--- src/include/i3c_tx_defines.svh ---
// sizes for the tx path; depths must be powers of two and the word a whole number of bytes.
`ifndef I3C_TX_DEFINES_SVH
`define I3C_TX_DEFINES_SVH

// **************************************************
// queue sizes
// **************************************************
`define TX_DESC_DEPTH 4   // descriptor queue entries.
`define TX_DATA_DEPTH 16  // data queue entries, one word each.

// **************************************************
// field widths
// **************************************************
`define TX_WORD_W 32  // data word width in bits.
`define TX_LEN_W 16   // byte length field in the low bits of a descriptor.

`endif
--- src/design/i3c_tx_pkg.sv ---
// shared tx types; the descriptor is 32 bits and only its length field is interpreted.
`default_nettype none

`include "i3c_tx_defines.svh"

package i3c_tx_pkg;

  typedef logic [7:0] tx_byte_t;  // one byte as it goes out on the bus.

  typedef logic [`TX_WORD_W-1:0] tx_word_t;  // byte 0 is in bits 7:0 and goes out first.

  typedef struct packed {
    logic [31:`TX_LEN_W] rsvd;  // reserved bits, ignored by the handler.
    logic [`TX_LEN_W-1:0] len;  // message length in bytes, never zero.
  } tx_desc_t;

endpackage

`default_nettype wire

--- src/design/i3c_tx_top.sv ---
// top of the target tx path; the descriptor queue depth is not used by the handler.
`timescale 1ns/1ps
`default_nettype none

`include "i3c_tx_defines.svh"

module i3c_tx_top (
  input  logic clk_i,
  input  logic rst_ni,
  input  logic desc_push_i,
  input  i3c_tx_pkg::tx_desc_t desc_wdata_i,
  input  logic data_push_i,
  input  i3c_tx_pkg::tx_word_t data_wdata_i,
  input  logic read_req_i,
  input  logic scl_tick_i,
  input  logic bus_err_i,
  output logic sda_o,
  output logic sda_valid_o,
  output logic ack_o,
  output logic nack_o,
  output logic done_o,
  output logic desc_full_o,
  output logic data_full_o
);

  import i3c_tx_pkg::*;

  logic desc_rvalid;
  logic desc_rready;
  tx_desc_t desc_rdata;
  logic word_valid;
  logic word_ready;
  tx_word_t word;
  logic [$clog2(`TX_DATA_DEPTH+1)-1:0] data_depth;
  logic conv_byte_valid;
  logic conv_byte_ready;
  tx_byte_t conv_byte;
  logic conv_flush;
  logic conv_occupied;
  tx_byte_t tx_byte;
  logic tx_last;
  logic tx_valid;
  logic tx_ready;
  logic tx_err;

  tti_queue #(.payload_t(tx_desc_t), .DEPTH(`TX_DESC_DEPTH)) u_desc_queue (
    .clk_i, .rst_ni, .push_i(desc_push_i), .wdata_i(desc_wdata_i), .full_o(desc_full_o),
    .rvalid_o(desc_rvalid), .rready_i(desc_rready), .rdata_o(desc_rdata), .depth_o()
  );

  tti_queue #(.payload_t(tx_word_t), .DEPTH(`TX_DATA_DEPTH)) u_data_queue (
    .clk_i, .rst_ni, .push_i(data_push_i), .wdata_i(data_wdata_i), .full_o(data_full_o),
    .rvalid_o(word_valid), .rready_i(word_ready), .rdata_o(word), .depth_o(data_depth)
  );

  width_converter_n_to_8 u_conv (
    .clk_i, .rst_ni, .word_valid_i(word_valid), .word_ready_o(word_ready), .word_i(word),
    .byte_valid_o(conv_byte_valid), .byte_ready_i(conv_byte_ready), .byte_o(conv_byte),
    .flush_i(conv_flush), .occupied_o(conv_occupied)
  );

  descriptor_tx u_desc_tx (
    .clk_i, .rst_ni, .desc_rvalid_i(desc_rvalid), .desc_rready_o(desc_rready),
    .desc_rdata_i(desc_rdata), .data_depth_i(data_depth), .conv_occupied_i(conv_occupied),
    .conv_byte_valid_i(conv_byte_valid), .conv_byte_ready_o(conv_byte_ready),
    .conv_byte_i(conv_byte), .conv_flush_o(conv_flush), .tx_byte_o(tx_byte),
    .tx_byte_last_o(tx_last), .tx_byte_valid_o(tx_valid), .tx_byte_ready_i(tx_ready),
    .tx_byte_err_i(tx_err)
  );

  target_tx_serializer u_ser (
    .clk_i, .rst_ni, .read_req_i, .scl_tick_i, .bus_err_i, .byte_i(tx_byte),
    .byte_last_i(tx_last), .byte_valid_i(tx_valid), .byte_ready_o(tx_ready),
    .byte_err_o(tx_err), .sda_o, .sda_valid_o, .ack_o, .nack_o, .done_o
  );

endmodule

`default_nettype wire

--- src/design/target_tx_serializer.sv ---
// private read responder; needs at least three clocks between scl ticks to refill bytes.
`timescale 1ns/1ps
`default_nettype none

module target_tx_serializer (
  input  logic clk_i,
  input  logic rst_ni,
  input  logic read_req_i,
  input  logic scl_tick_i,
  input  logic bus_err_i,
  input  i3c_tx_pkg::tx_byte_t byte_i,
  input  logic byte_last_i,
  input  logic byte_valid_i,
  output logic byte_ready_o,
  output logic byte_err_o,
  output logic sda_o,
  output logic sda_valid_o,
  output logic ack_o,
  output logic nack_o,
  output logic done_o
);

  import i3c_tx_pkg::*;

  typedef enum logic [1:0] {
    Idle,
    Ack,
    Shift
  } state_e;

  state_e state_q;
  logic [3:0] bit_cnt_q;  // 0..7 data bits, 8 is the T-bit.
  tx_byte_t shift_q;  // remaining data bits, msb next.
  logic tick;
  logic first_bit;
  logic data_bit;

  assign tick = (state_q == Shift) && scl_tick_i && !bus_err_i;  // an error wins.
  assign first_bit = tick && (bit_cnt_q == 4'd0) && byte_valid_i;  // waits for a byte.
  assign data_bit = tick && (bit_cnt_q inside {[4'd1:4'd7]});
  assign byte_ready_o = tick && (bit_cnt_q == 4'd8);  // ninth tick takes the byte.
  assign byte_err_o = bus_err_i && (state_q != Idle);  // only a running read aborts.
  assign ack_o = state_q == Ack;  // one cycle after the request.

  // **************************************************
  // control FSM and bit output
  // **************************************************
  always_ff @(posedge clk_i or negedge rst_ni) begin
    if (!rst_ni) begin
      state_q <= Idle;
      bit_cnt_q <= '0;
      sda_o <= 1'b0;
      sda_valid_o <= 1'b0;
      nack_o <= 1'b0;
      done_o <= 1'b0;
    end else begin
      sda_valid_o <= first_bit || data_bit || byte_ready_o;
      nack_o <= read_req_i && (state_q == Idle) && !byte_valid_i;  // no message ready.
      done_o <= byte_ready_o && byte_last_i;
      if (first_bit) begin
        sda_o <= byte_i[7];
      end else if (data_bit) begin
        sda_o <= shift_q[7];
      end else if (byte_ready_o) begin
        sda_o <= ~byte_last_i;  // T-bit is 1 while more bytes follow.
      end
      unique case (state_q)
        Idle: begin
          if (read_req_i && byte_valid_i) begin
            state_q <= Ack;
          end
        end
        Ack: begin
          bit_cnt_q <= '0;
          state_q <= bus_err_i ? Idle : Shift;
        end
        Shift: begin
          if (bus_err_i) begin
            state_q <= Idle;
          end else if (first_bit || data_bit) begin
            bit_cnt_q <= bit_cnt_q + 1'b1;
          end else if (byte_ready_o) begin
            bit_cnt_q <= '0;
            if (byte_last_i) begin
              state_q <= Idle;  // message complete.
            end
          end
        end
        default: state_q <= Idle;
      endcase
    end
  end

  always_ff @(posedge clk_i) begin
    if (first_bit) begin
      shift_q <= {byte_i[6:0], 1'b0};
    end else if (data_bit) begin
      shift_q <= {shift_q[6:0], 1'b0};
    end
  end

  // a byte is taken only while the handler still offers it.
  a_ready_tbit : assert property (@(posedge clk_i) disable iff (!rst_ni)
    byte_ready_o |-> byte_valid_i);

endmodule

`default_nettype wire

--- src/design/descriptor_tx.sv ---
// tx descriptor handler; a length of zero is not supported and all data must fit the queue.
`timescale 1ns/1ps
`default_nettype none

`include "i3c_tx_defines.svh"

module descriptor_tx (
  input  logic clk_i,
  input  logic rst_ni,
  input  logic desc_rvalid_i,
  output logic desc_rready_o,
  input  i3c_tx_pkg::tx_desc_t desc_rdata_i,
  input  logic [$clog2(`TX_DATA_DEPTH+1)-1:0] data_depth_i,
  input  logic conv_occupied_i,
  input  logic conv_byte_valid_i,
  output logic conv_byte_ready_o,
  input  i3c_tx_pkg::tx_byte_t conv_byte_i,
  output logic conv_flush_o,
  output i3c_tx_pkg::tx_byte_t tx_byte_o,
  output logic tx_byte_last_o,
  output logic tx_byte_valid_o,
  input  logic tx_byte_ready_i,
  input  logic tx_byte_err_i
);

  import i3c_tx_pkg::*;

  localparam int unsigned LenW = `TX_LEN_W;
  localparam int unsigned SumW = LenW + 1;  // room for the round-up carry.
  localparam int unsigned WordShift = $clog2(`TX_WORD_W / 8);

  tx_desc_t desc_q;  // descriptor of the current message.
  logic desc_valid_q;  // desc_q holds a descriptor.
  logic pending_q;  // message started and not yet finished.
  logic drain_q;  // discarding the rest after a bus error.
  logic [LenW-1:0] byte_cnt_q;  // bytes still to leave.
  logic [SumW-1:0] words_needed;
  logic [SumW-1:0] words_avail;
  logic tx_start;
  logic msg_end;

  // **************************************************
  // descriptor capture and start condition
  // **************************************************
  assign desc_rready_o = !desc_valid_q && desc_rvalid_i;  // one descriptor at a time.
  assign words_needed = ({1'b0, desc_q.len} + SumW'(`TX_WORD_W / 8 - 1)) >> WordShift;
  assign words_avail = SumW'(data_depth_i) + SumW'(conv_occupied_i);
  assign tx_start = !pending_q && desc_valid_q && (words_avail >= words_needed);

  // **************************************************
  // byte path
  // **************************************************
  assign tx_byte_o = conv_byte_i;
  assign tx_byte_valid_o = pending_q && !drain_q && conv_byte_valid_i;
  assign tx_byte_last_o = pending_q && !drain_q && (byte_cnt_q == LenW'(1));
  assign conv_byte_ready_o = (tx_byte_valid_o && tx_byte_ready_i) ||
                             (drain_q && conv_byte_valid_i);  // drain one byte per cycle.
  assign msg_end = conv_byte_ready_o && (byte_cnt_q == LenW'(1));
  assign conv_flush_o = msg_end;  // drops the unused tail of the last word.

  always_ff @(posedge clk_i or negedge rst_ni) begin
    if (!rst_ni) begin
      desc_valid_q <= 1'b0;
      pending_q <= 1'b0;
      drain_q <= 1'b0;
      byte_cnt_q <= '0;
    end else begin
      if (desc_rready_o) begin
        desc_valid_q <= 1'b1;
      end else if (msg_end) begin
        desc_valid_q <= 1'b0;  // next descriptor can be taken next cycle.
      end
      if (tx_start) begin
        pending_q <= 1'b1;
        byte_cnt_q <= desc_q.len;  // whole message is queued now.
      end else begin
        if (msg_end) begin
          pending_q <= 1'b0;
        end
        if (conv_byte_ready_o) begin
          byte_cnt_q <= byte_cnt_q - 1'b1;
        end
      end
      if (msg_end) begin
        drain_q <= 1'b0;
      end else if (pending_q && tx_byte_err_i) begin
        drain_q <= 1'b1;  // serializer aborted the read.
      end
    end
  end

  always_ff @(posedge clk_i) begin
    if (desc_rready_o) begin
      desc_q <= desc_rdata_i;
    end
  end

  // a byte is only offered for a captured message with bytes left in it.
  a_valid_pending : assert property (@(posedge clk_i) disable iff (!rst_ni)
    tx_byte_valid_o |-> desc_valid_q && byte_cnt_q != '0);

  // the accepted last byte ends the message and the flush empties the converter.
  a_last_count : assert property (@(posedge clk_i) disable iff (!rst_ni)
    (tx_byte_last_o && conv_byte_ready_o) |=> !pending_q && !conv_byte_valid_i);

endmodule

`default_nettype wire

--- src/design/width_converter_n_to_8.sv ---
// unpacks one word into bytes, low byte first; a flush drops the unused bytes of the word.
`timescale 1ns/1ps
`default_nettype none

`include "i3c_tx_defines.svh"

module width_converter_n_to_8 (
  input  logic clk_i,
  input  logic rst_ni,
  input  logic word_valid_i,
  output logic word_ready_o,
  input  i3c_tx_pkg::tx_word_t word_i,
  output logic byte_valid_o,
  input  logic byte_ready_i,
  output i3c_tx_pkg::tx_byte_t byte_o,
  input  logic flush_i,
  output logic occupied_o
);

  import i3c_tx_pkg::*;

  localparam int unsigned Bpw = `TX_WORD_W / 8;  // bytes per word.
  localparam int unsigned IdxW = $clog2(Bpw);

  tx_word_t word_q;  // word being unpacked.
  logic [IdxW-1:0] idx_q;  // next byte to present.
  logic held_q;  // a word is loaded.
  logic load;
  logic advance;

  assign word_ready_o = !held_q;  // only an empty converter takes a word.
  assign load = word_valid_i && word_ready_o;
  assign byte_valid_o = held_q;
  assign occupied_o = held_q;  // counts as one word toward the start condition.
  assign byte_o = word_q[idx_q*8 +: 8];
  assign advance = held_q && byte_ready_i;  // the byte is consumed this cycle.

  always_ff @(posedge clk_i or negedge rst_ni) begin
    if (!rst_ni) begin
      held_q <= 1'b0;
      idx_q <= '0;
    end else begin
      if (load) begin
        held_q <= 1'b1;  // byte 0 is visible next cycle.
        idx_q <= '0;
      end else if (flush_i || (advance && idx_q == IdxW'(Bpw - 1))) begin
        held_q <= 1'b0;  // end of word or end of message.
        idx_q <= '0;
      end else if (advance) begin
        idx_q <= idx_q + 1'b1;
      end
    end
  end

  always_ff @(posedge clk_i) begin
    if (load) begin
      word_q <= word_i;
    end
  end

  // the handler flushes only while it takes a held byte, never on an empty converter.
  a_flush_held : assert property (@(posedge clk_i) disable iff (!rst_ni)
    flush_i |-> held_q && byte_ready_i && !load);

endmodule

`default_nettype wire

--- src/design/tti_queue.sv ---
// fifo for any payload; DEPTH must be a power of two, and a push to a full queue is dropped.
`timescale 1ns/1ps
`default_nettype none

module tti_queue #(
  parameter type payload_t = logic [31:0],
  parameter int unsigned DEPTH = 4,
  localparam int unsigned PtrW = $clog2(DEPTH),
  localparam int unsigned CntW = $clog2(DEPTH + 1)
) (
  input  logic clk_i,
  input  logic rst_ni,
  input  logic push_i,
  input  payload_t wdata_i,
  output logic full_o,
  output logic rvalid_o,
  input  logic rready_i,
  output payload_t rdata_o,
  output logic [CntW-1:0] depth_o
);

  payload_t mem [DEPTH];   // storage array.
  logic [PtrW-1:0] wr_ptr_q;  // next slot to write.
  logic [PtrW-1:0] rd_ptr_q;  // oldest stored entry.
  logic [CntW-1:0] count_q;   // number of stored entries.
  logic do_push;
  logic do_pop;

  assign full_o = count_q == CntW'(DEPTH);  // no room left.
  assign rvalid_o = count_q != '0;  // independent of rready_i.
  assign rdata_o = mem[rd_ptr_q];  // head of the queue.
  assign depth_o = count_q;
  assign do_push = push_i && !full_o;  // writes to a full queue are lost.
  assign do_pop = rvalid_o && rready_i;  // valid/ready handshake.

  // **************************************************
  // pointers and occupancy
  // **************************************************
  always_ff @(posedge clk_i or negedge rst_ni) begin
    if (!rst_ni) begin
      wr_ptr_q <= '0;
      rd_ptr_q <= '0;
      count_q <= '0;
    end else begin
      if (do_push) begin
        wr_ptr_q <= wr_ptr_q + 1'b1;  // wraps naturally at DEPTH.
      end
      if (do_pop) begin
        rd_ptr_q <= rd_ptr_q + 1'b1;
      end
      if (do_push && !do_pop) begin
        count_q <= count_q + 1'b1;
      end else if (do_pop && !do_push) begin
        count_q <= count_q - 1'b1;
      end
    end
  end

  always_ff @(posedge clk_i) begin
    if (do_push) begin
      mem[wr_ptr_q] <= wdata_i;  // entry shows on rvalid_o next cycle.
    end
  end

  // the count must track pushes and pops without running past the array.
  a_depth_bound : assert property (@(posedge clk_i) disable iff (!rst_ni)
    depth_o <= CntW'(DEPTH));

endmodule

`default_nettype wire

--- config.mk ---
export PLATFORM = sky130hd
export DESIGN_NAME = i3c_tx_top
export DESIGN_NICKNAME = d
export VERILOG_FILES = /design/src/design/i3c_tx_pkg.sv /design/src/design/i3c_tx_top.sv /design/src/design/target_tx_serializer.sv /design/src/design/descriptor_tx.sv /design/src/design/width_converter_n_to_8.sv /design/src/design/tti_queue.sv
export VERILOG_INCLUDE_DIRS = /design/src /design/src/include
export SDC_FILE = /design/constraint.sdc
export NUM_CORES = 1
export LEC_CHECK = 0
export BUFFER_PORTS_ARGS = -buffer_cell sky130_fd_sc_hd__buf_2
export CAP_MARGIN = 5
export CORE_MARGIN = 8
export CORE_UTILIZATION = 45
export CTS_CLUSTER_SIZE = 28
export DETAILED_ROUTE_END_ITERATION = 8
export MAX_ROUTING_LAYER = met4
export SLEW_MARGIN = 20
export SYNTH_ARGS = -nofsm -noshare
export SYNTH_HDL_FRONTEND = slang
export SYNTH_SLANG_ARGS = --single-unit
export TNS_END_PERCENT = 20
--- constraint.sdc ---
create_clock -name clk_i -period 7.9 [get_ports clk_i]
set_input_delay 0.79 -clock clk_i [delete_from_list [all_inputs] [get_ports clk_i]]
set_output_delay 0.79 -clock clk_i [all_outputs]
set_load 0.005 [all_outputs]
==> impl_metrics.ini, run 1 <==
[logic_synthesis]
ys_ff_latch = 683
synth_nets = 1299
yosysTopAreaCell = edfxtp_1
ys_types = 58
ys.flop_type = edfxtp_1
synth_top_area_share = 0.710
yosysMostFrequentCell = edfxtp_1
synthArstFlopShare = 0.0761
synth.top_cells.by_count = 631 x edfxtp_1, 184 x mux4_2, 52 x dfrtp_1
ys_seq_area_frac = 0.759
synthCells = 1197
syn_area_mm2 = 0.0267
synth_edf_count = 631
synth_area_leaders = edfxtp_1 71%, mux4_2 16%, dfrtp_1 4.9%
synth_warnings = 0
syn_area_per_cell_um2 = 22.3

[sta]
min_period_over_period = 0.431
tightest_slew_ns = 1.14
clock_skew_ns = 0.0207
max-slew-margin-rel = 0.243
setup_tns_ns = 0
fmax_mhz = 294
slew_violations = 0
fin_crit_ns = 3.40
hold_viol = 0
rsz0062_at_grt = false
finalSetupViolCount = 0

[worst_setup_path]
cp-end-kind = flop
rr_endpoint = u_conv.word_q[23]$_DFFE_PP_
startpoint_type = flop
crit_type = reg2reg
path_max_fanout = 69
crit_required_ns = 8.21
r2r_start = u_data_queue.rd_ptr_q[1]$_DFFE_PN0P_
ff2ff_path_depth = 3
critical_path_arrival_ns = 3.71
rrSetupSlack_ns = 4.50

[die]
die_height_um = 259
die_w_um = 259
core_mm2 = 0.0588
io-pin-count = 78
initial_core_util = 0.454
dieArea_mm2 = 0.0673
rows = 89

[clock_tree]
clkLatencyLatePin_ns = 0.61
cts_made_buffers = 73
root_buffer = clkbuf_16
cts.sinks = 683
ctsResizeCount = 0
h-tree-depth = 3
cts_buffer_depth = 3
cts_setup_buffers = 0
cts_tree = yes
hold_buffers = 0
cts.clk_slew.worst_paths_ns = 0.06

[routing]
dr.pass1.iters = 4
drt_iter0_drc = 912
wl_um = 55300
vias = 12040
wl_per_cell_um = 25.9
postRouteAntennaNets = 0
routed_via_density = 5.63
drc = 0

[pwr]
cellPowerDensity_mw_per_mm2 = 296
p_total_w = 0.00900
leakage_nw = 9.76
peakVddDrop_v = 0.000180

[global_routing]
grt-ovfl-total = 0
antenna_found_initial = 2
first_global_vias = 12615
grt_max_degree = 108
grt_first_pass_wirelength_um = 82800
track_usage = 0.171

[placement]
portBuffers = 61
dp_hpwl_um = 30400
place_congestion = 0.754

[layout]
final_nets = 1409
syn_to_final_growth_pct = 14.1
drive_gt1_frac = 0.310

[hold_path]
hp-class = in2async

[job]
drv_cap = 0

[outcome]
outcome = finished, final reports clean
==> sequential cells by signal, indices dropped and copies added, names as in the netlist, 2 cells and up <==
name and count:
u_data_queue.wr_ptr_q 4, u_data_queue.mem 512, u_ser.bit_cnt_q 4, u_data_queue.rd_ptr_q 4, u_conv.idx_q 2, u_desc_queue.mem 64
u_desc_queue.wr_ptr_q 2, u_ser.shift_q 7, u_conv.word_q 32, u_desc_queue.depth_o 3, u_ser.state_q 2, u_data_queue.depth_o 5
u_desc_queue.rd_ptr_q 2, u_desc_tx.byte_cnt_q 16, u_desc_tx.desc_q 16
==> where the power goes <==
group          total [W]  internal (W)  switching, W
Sequential       0.00459       0.00438      0.000205
Clock            0.00338       0.00202       0.00136
Combinational    0.00103      0.000423      0.000602
==> metrics by stage <==
| step | area (µm²) | std cells | utilization | hold slack (ns) | setup WS (ns) |
|---|---|---|---|---|---|
| after global placement | 28000 | 2005 | 0.477 | 0.485 | 4.38 |
| after CTS | 30400 | 2136 | 0.517 | 0.329 | 4.44 |
| after global routing | 30400 | 2138 | 0.517 | 0.364 | 4.40 |
| after detailed placement | 28000 | 2005 | 0.477 | 0.494 | 4.34 |
| final | 30400 | 2138 | 0.517 | 0.328 | 4.50 |
| after floorplan | 26700 | 1197 | - | 0.456 | 3.88 |
==> placed cells by master (no fill, tap or decap), drive strengths merged, types with 2 or more instances in the layout <==
cell type,count
mux4,184
fa,2
o21ai,8
nor3b,2
a41oi,2
a21o,6
nor4b,2
nor2b,6
a21oi,6
clkinv,22
diode,2
bufinv,7
nand4b,2
xnor2,27
nand3,4
xor2,13
nor4,10
nor2,43
nor3,10
or3,3
dfrtp,52
nand4,4
and3,3
o31ai,2
o21a,2
inv,20
and2,5
clkbuf,100
ha,29
mux2,18
or4,4
edfxtp,631
buf,88
nand2,25
nand2b,6
==> critical path: stages (launching register included) <==
cell,delay [ns]
dfrtp_4,1.18
buf_4,0.92
mux4_2,0.43
mux4_2,0.54
==> layer usage <==
layer | part of all wire | global-route usage | vias up
li1 | - | - | 5197
met1 | 0.43 | 0.226 | 6456
met2 | 0.50 | 0.276 | 301
met3 | 0.048 | 0.0307 | 86
met4 | 0.020 | 0.0424 | 0
met5 | 0 | - | -
==> layout make-up <==
type	instances	area (µm²)
tap	773	967
sequential	683	20300
clock buffer	100	2010
fill	4582	28400
antenna	2	5.00
multi-input combinational	442	6210
clock inverter	31	373
inverter	19	71.3
timing repair buffer	88	520
==> cells by family (layout without fill, tap and decap cells) <==
family / Yosys count / after routing / share of synthesized area
other: 0 / 2 / 0
xor gates and xnor gates: 40 / 40 / 0.0131
buffers and inverters: 72 / 238 / 0.0122
and+or+nand+nor: 133 / 133 / 0.0266
muxes: 203 / 203 / 0.163
AOI/OAI and AO/OA: 35 / 35 / 0.0103
DFF: 683 / 683 / 0.759
adders and majority gates: 31 / 31 / 0.0151
==> worst max path at each step <==
stage                                                     from                                 end  cells after the start
after detailed placement                           data_push_i  u_data_queue.mem[11][21]$_DFFE_PP_                      5
final                     u_data_queue.rd_ptr_q[1]$_DFFE_PN0P_         u_conv.word_q[23]$_DFFE_PP_                      3
after global placement                             data_push_i   u_data_queue.mem[7][10]$_DFFE_PP_                      5
after floorplan                                    data_push_i    u_data_queue.mem[3][0]$_DFFE_PP_                      4
after CTS                 u_data_queue.rd_ptr_q[1]$_DFFE_PN0P_         u_conv.word_q[23]$_DFFE_PP_                      3
after global routing       u_data_queue.depth_o[0]$_DFFE_PN0P_   u_data_queue.mem[15][6]$_DFFE_PP_                      6
(Power assumes the default switching activity.)
==> run 2, diff against run 1 <==
==> constraint.sdc (replaced) <==
create_clock -name clk_i -period 3 [get_ports clk_i]
set_input_delay 0.3 -clock clk_i [delete_from_list [all_inputs] [get_ports clk_i]]
set_output_delay 0.3 -clock clk_i [all_outputs]
set_load 0.005 [all_outputs]
==> run 2 against run 1 <==
Clock skew grew 0.0043 ns. Core utilization grew 1.0 points. Routed wire length grew 1.6%. Critical path depth grew 6. Clock-buffer cell count shrank 12. Clock power grew to 2.6 times the previous value. Sequential power grew to 2.6 times the previous value. Maximum frequency grew 20%. Non-clock buffer count grew 44. Sequential share of layout area shrank 1.3 points.
==> impl_metrics.ini, run 2 (synthesis gave the netlist of run 1 again) <==
[outcome]
outcome = finished, final reports clean

[worst_setup_path]
cp-end-kind = flop
crit_type = reg2reg
critical_path_arrival_ns = 3.32
startpoint_type = flop
crit_required_ns = 3.48
path_max_fanout = 9

[routing]
wl_per_cell_um = 25.7
wl_um = 56200
drt_iter0_drc = 951
drc = 0
vias = 12270
routed_via_density = 5.62
dr.pass1.iters = 4
postRouteAntennaNets = 0

[global_routing]
track_usage = 0.174
use_met3 = 0.0284
grt_first_pass_wirelength_um = 84800
globalRouteMet1Util = 0.229
met2_usage = 0.280
busiest_layer = met2
grt_max_degree = 41
first_global_vias = 13090
grt-ovfl-total = 0
antenna_found_initial = 5

[sta]
setup_tns_ns = 0
max-slew-margin-rel = 0.334
clock_skew_ns = 0.0250
slew_violations = 0
finalSetupViolCount = 0
tightest_slew_ns = 0.991
setup_slack_ns = 0.166
fmax_mhz = 353
rsz0062_at_grt = false
hold_viol = 0
fin_crit_ns = 2.83
min_period_over_period = 0.945

[pwr]
cellPowerDensity_mw_per_mm2 = 767
peakVddDrop_v = 0.000523
leakage_nw = 10.0

[placement]
dp.cells = 2030
portBuffers = 61
place_congestion = 0.749
pre_cts_slack_ns = 0.167
dp_hpwl_um = 31000

[die]
die_height_um = 259
io-pin-count = 78
initial_core_util = 0.454
core_mm2 = 0.0588
die_w_um = 259
dieArea_mm2 = 0.0673
rows = 89

[layout]
regMostFlops = u_data_queue.mem
drive_gt1_frac = 0.322
final_cell_mix = 631 x edfxtp_1, 184 x mux4_2, 74 x clkbuf_16
largestRegisters = u_data_queue.mem (512), u_desc_queue.mem (64), u_conv.word_q (32)
syn_to_final_growth_pct = 16.3
final_nets = 1452
largest_register_ffs = 512
layout.cells.non_filler = 2183
final_common_cell = edfxtp_1
fillers = 4551

[clock_tree]
cts.clk_slew.worst_paths_ns = 0.06
cts.sinks = 683
root_buffer = clkbuf_16
h-tree-depth = 3
cts_tree = yes
clkLatencyLatePin_ns = 0.61
cts_made_buffers = 72
cts_buffer_depth = 3

[hold_path]
hp-class = in2reg

[job]
drv_cap = 0
-- run 2: cell count changes in the layout (fill, tap and decap cells not counted), moves of 3 or more --
cell / delta
buf_4: +6
clkinv_1: +5
clkbuf_1: -10
dlygate4sd3_1: +19
buf_12: +18
clkinv_4: +3
-- run 2: timing repair --
action                                  in CTS  in global routing
hold endpoints to repair                   103                  0
hold buffers                                19                  0
setup buffers                                0                  0
endpoints found under the setup margin       0                  1
resized for setup                            0                  1
-- run 2: final timing paths --
path	from	end	slack, ns	depth (start not counted)
max	u_desc_tx.desc_q[1]$_DFFE_PP_	u_desc_tx.byte_cnt_q[5]$_DFFE_PN0P_	0.17	9
max reg2reg	u_desc_tx.desc_q[1]$_DFFE_PP_	u_desc_tx.byte_cnt_q[5]$_DFFE_PN0P_	0.17	9
min	data_wdata_i[1]	u_data_queue.mem[4][1]$_DFFE_PP_	0.07	1
max in group asynchronous	rst_ni	u_desc_tx.byte_cnt_q[4]$_DFFE_PN0P_	1.83	3
min in group asynchronous	rst_ni	u_ser.done_o$_DFF_PN0_	0.37	2
min reg2reg	u_desc_queue.depth_o[2]$_DFFE_PN0P_	u_desc_queue.depth_o[2]$_DFFE_PN0P_	0.50	1
-- run 2: power breakdown --
| group | switching, W | total, W | internal, W |
|---|---|---|---|
| Clock | 0.00366 | 0.00887 | 0.00521 |
| Combinational | 0.00172 | 0.00296 | 0.00125 |
| Sequential | 0.000447 | 0.0120 | 0.0115 |
| Total | 0.00582 | 0.0238 | 0.0180 |
-- run 2: metrics by stage --
stage | power (W) | hold WS, ns | util | instance area (µm²)
after floorplan | 0.0139 | 0.00441 | - | 26700
after global placement | 0.0151 | 0.478 | 0.484 | 28400
after detailed placement | 0.0152 | 0.493 | 0.484 | 28500
after CTS | 0.0241 | 0.0297 | 0.528 | 31000
after global routing | 0.0248 | 0.0519 | 0.528 | 31000
final | 0.0238 | 0.0661 | 0.528 | 31000
-- run 2: per-layer routing --
layer,share of wire,up-vias
li1,-,5285
met1,0.43,6619
met2,0.50,283
met3,0.042,83
met4,0.023,0
met5,0,-
-- run 2: cell type report --
cell class | instances | area, µm² | share of cell area
Antenna cell | 2 | 5.00 | 0.000161
Clock buffer | 88 | 1920 | 0.0620
Clock inverter | 44 | 449 | 0.0145
Inverter | 19 | 71.3 | 0.00230
Multi-Input combinational cell | 442 | 6220 | 0.201
Sequential cell | 683 | 20300 | 0.653
Tap cell | 773 | 967 | 0.0312
Timing Repair Buffer | 132 | 1130 | 0.0365
-- run 2: worst max-delay path: stages, from the launching register on --
cell,delay (ns)
edfxtp_1,0.42
o21a_4,0.26
and3_4,0.19
and3_4,0.19
xnor2_1,0.12
ha_1,0.30
o2111ai_1,0.12
a21o_1,0.19
a221oi_4,0.52
mux2_2,0.40
==> run 3, diff against run 2 <==
--- a/config.mk
+++ b/config.mk
@@ -6,6 +6,7 @@
 export SDC_FILE = /design/constraint.sdc
 export NUM_CORES = 1
 export LEC_CHECK = 0
+export ABC_AREA = 1
 export BUFFER_PORTS_ARGS = -buffer_cell sky130_fd_sc_hd__buf_2
 export CAP_MARGIN = 5
 export CORE_MARGIN = 8
==> run 3 against run 2 <==
First-iteration DRC count is 60% higher. Synthesized cell count is 69% higher. Cell area is 2.7% higher. Die area is 3.9% higher. Highest routed layer unchanged.
==> impl_metrics.ini, run 3 <==
[global_routing]
use_met3 = 0.0288
track_usage = 0.185
first_global_vias = 16415
antenna_found_initial = 4
grt_first_pass_wirelength_um = 97900
globalRouteMet1Util = 0.241
busiest_layer = met2
met2_usage = 0.299
grt-ovfl-total = 0
grt_max_degree = 82

[logic_synthesis]
syn_area_per_cell_um2 = 13.7
synth.top_cells.by_count = 631 x edfxtp_1, 292 x nor2_1, 191 x o21ai_0
ys_seq_area_frac = 0.729
syn_area_mm2 = 0.0278
yosysTopAreaCell = edfxtp_1
synthArstFlopShare = 0.0761
synth_top_area_share = 0.682
synth_warnings = 0
synth_area_leaders = edfxtp_1 68%, dfrtp_1 4.7%, mux2i_1 4.0%
ys_ff_latch = 683
synth_edf_count = 631
ys_types = 41
yosysMostFrequentCell = edfxtp_1
synth_nets = 2125
ys.flop_type = edfxtp_1
synthCells = 2023

[clock_tree]
cts_made_buffers = 72
cts.sinks = 683
cts_setup_buffers = 0
cts.clk_slew.worst_paths_ns = 0.06
cts_tree = yes
h-tree-depth = 3
root_buffer = clkbuf_16
clkLatencyLatePin_ns = 0.61
cts_buffer_depth = 3

[placement]
portBuffers = 61
dp_hpwl_um = 35600
place_congestion = 0.773
place_area_mm2 = 0.0295
dp.cells = 2828

[layout]
fillers = 5105
multi_input_area_mm2 = 0.00686
drive_gt1_frac = 0.123
largestRegisters = u_data_queue.mem (512), u_desc_queue.mem (64), u_conv.word_q (32)
layout.cells.non_filler = 2979
syn_to_final_growth_pct = 14.7
seq_area_mm2 = 0.0203
final_cell_mix = 631 x edfxtp_1, 276 x nor2_1, 191 x o21ai_0
fin_area_mm2 = 0.0319
largest_register_ffs = 512
final_common_cell = edfxtp_1
regMostFlops = u_data_queue.mem
final_nets = 2233

[pwr]
cellPowerDensity_mw_per_mm2 = 958
sw_frac_of_total = 0.345
p_int_w = 0.0200
leakage_nw = 11.3
power.share.clock = 0.272
power.switching_w = 0.0105
peakVddDrop_v = 0.000803
p_total_w = 0.0305
comb_power_share = 0.307
seq_power_share = 0.421

[worst_setup_path]
slowest_stage = dfrtp_1
path_max_fanout = 33
crit_type = reg2reg
crit_required_ns = 3.47
cpMostUsedCell = nand2_1
cp-end-kind = flop
path_cells = ha_1 -> ha_1 -> xor2_1 -> ha_1 -> nand2_1 -> inv_1 -> nand2_1 -> nand2_1 -> nand2_1 -> nand2_1 -> nand2_1 -> nand2_1 -> nand2_2 -> nor2_8 -> nand3_4 -> nand3_1 -> nand2_1
critical_path_arrival_ns = 3.20
startpoint_type = flop
cpPeakStageDelay_ns = 0.45

[sta]
slew_violations = 0
hold_viol = 0
min_period_over_period = 0.908
finalSetupViolCount = 0
fmax_mhz = 367
fin_hold_ws_ns = 0.0616
rsz0062_at_grt = false
max-slew-margin-rel = 0.358
setup_tns_ns = 0
fin_crit_ns = 2.72
tightest_slew_ns = 0.961
clock_skew_ns = 0.0263

[routing]
wl_um = 63800
dr.pass1.iters = 7
wl_per_cell_um = 21.4
drc = 0
drt_iter0_drc = 1521
postRouteAntennaNets = 0
vias = 16645
routed_via_density = 5.59

[die]
die_w_um = 264
rows = 91
io-pin-count = 78
core_mm2 = 0.0614
dieArea_mm2 = 0.0700
die_height_um = 264
initial_core_util = 0.453

[job]
drv_cap = 0

[hold_path]
hp-class = in2reg

[outcome]
outcome = finished, final reports clean
-- run 3: cell count changes after synthesis, moves of 17 or more --
cell / previous run / this run
mux2i_1: 1 / 112
nand2_1: 24 / 167
o22ai_1: 0 / 25
clkbuf_1: 23 / 79
mux2_2: 17 / 0
o21ai_0: 8 / 191
xnor2_1: 27 / 7
nand3_1: 4 / 89
o221ai_1: 0 / 112
nor2_1: 43 / 292
inv_1: 19 / 70
mux4_2: 184 / 0
-- run 3: cell families after synthesis --
| logic type | count (synthesis) | share of synthesized area |
|---|---|---|
| AO/OA/AOI/OAI | 376 | 0.0871 |
| XOR/XNOR | 33 | 0.0104 |
| adder cells (fa/ha/maj) | 31 | 0.0145 |
| buffers and inverters | 193 | 0.0288 |
| flip-flops | 683 | 0.729 |
| multiplexers | 112 | 0.0403 |
| AND/OR/NAND/NOR | 595 | 0.0901 |
-- run 3: layout make-up --
| type | instances | area share |
|---|---|---|
| inverter | 79 | 0.00939 |
| tap | 790 | 0.0310 |
| multi-input combinational | 1147 | 0.215 |
| antenna | 4 | 0.000314 |
| sequential | 683 | 0.636 |
| clock inverter | 36 | 0.00774 |
| timing repair buffer | 148 | 0.0394 |
| clock buffer | 92 | 0.0609 |
-- run 3: layer usage --
| layer | share of wire | routed length, µm |
|---|---|---|
| met5 | 0 | 0 |
| met4 | 0.022 | 1400 |
| met3 | 0.054 | 3420 |
| met2 | 0.49 | 31100 |
| met1 | 0.44 | 27900 |
-- run 3: power groups by stage --
| stage | clock network (W) | registers, W | logic, W |
|---|---|---|---|
| final | 0.00831 | 0.0128 | 0.00936 |
| after global routing | 0.00886 | 0.0130 | 0.0104 |
| after detailed placement | 0 | 0.0130 | 0.00941 |
| after floorplan | 0 | 0.0127 | 0.00626 |
| after global placement | 0 | 0.0130 | 0.00924 |
| after CTS | 0.00852 | 0.0129 | 0.00948 |
-- run 3: worst paths after layout --
path,from,to,slack (ns),depth (start not counted)
max in group asynchronous,rst_ni,u_data_queue.depth_o[4]$_DFFE_PN0P_,1.89,3
worst max register to register,u_data_queue.depth_o[0]$_DFFE_PN0P_,u_desc_tx.byte_cnt_q[15]$_DFFE_PN0P_,0.28,17
min in group asynchronous,rst_ni,u_desc_tx.byte_cnt_q[2]$_DFFE_PN0P_,0.39,2
worst min-delay path,data_push_i,u_data_queue.wr_ptr_q[0]$_DFFE_PN0P_,0.06,3
worst min register to register,u_data_queue.depth_o[4]$_DFFE_PN0P_,u_data_queue.depth_o[4]$_DFFE_PN0P_,0.50,1
worst max-delay path,u_data_queue.depth_o[0]$_DFFE_PN0P_,u_desc_tx.byte_cnt_q[15]$_DFFE_PN0P_,0.28,17
-- run 3: metrics by stage --
step                utilization  worst slack, ns
finish                    0.519            0.277
global route              0.519          0.00201
CTS                       0.519            0.281
detailed placement        0.480            0.310
global placement          0.480            0.351
floorplan                     -            0.303
-- run 3: critical path: cells and delay by family, from the launching register on --
kind | cells | cell delay [ns]
AND/OR/NAND/NOR | 12 | 1.14
adder cells (fa/ha/maj) | 3 | 0.79
flip-flops | 1 | 0.45
XOR/XNOR | 1 | 0.15
buffers and inverters | 1 | 0.04
-- run 3: repair_timing --
| item | 4_1_cts | 5_1_grt |
|---|---|---|
| endpoints found under the hold margin | 106 | 0 |
| hold buffers | 19 | 0 |
| setup endpoints to repair | 0 | 0 |
| resized for setup | 0 | 0 |
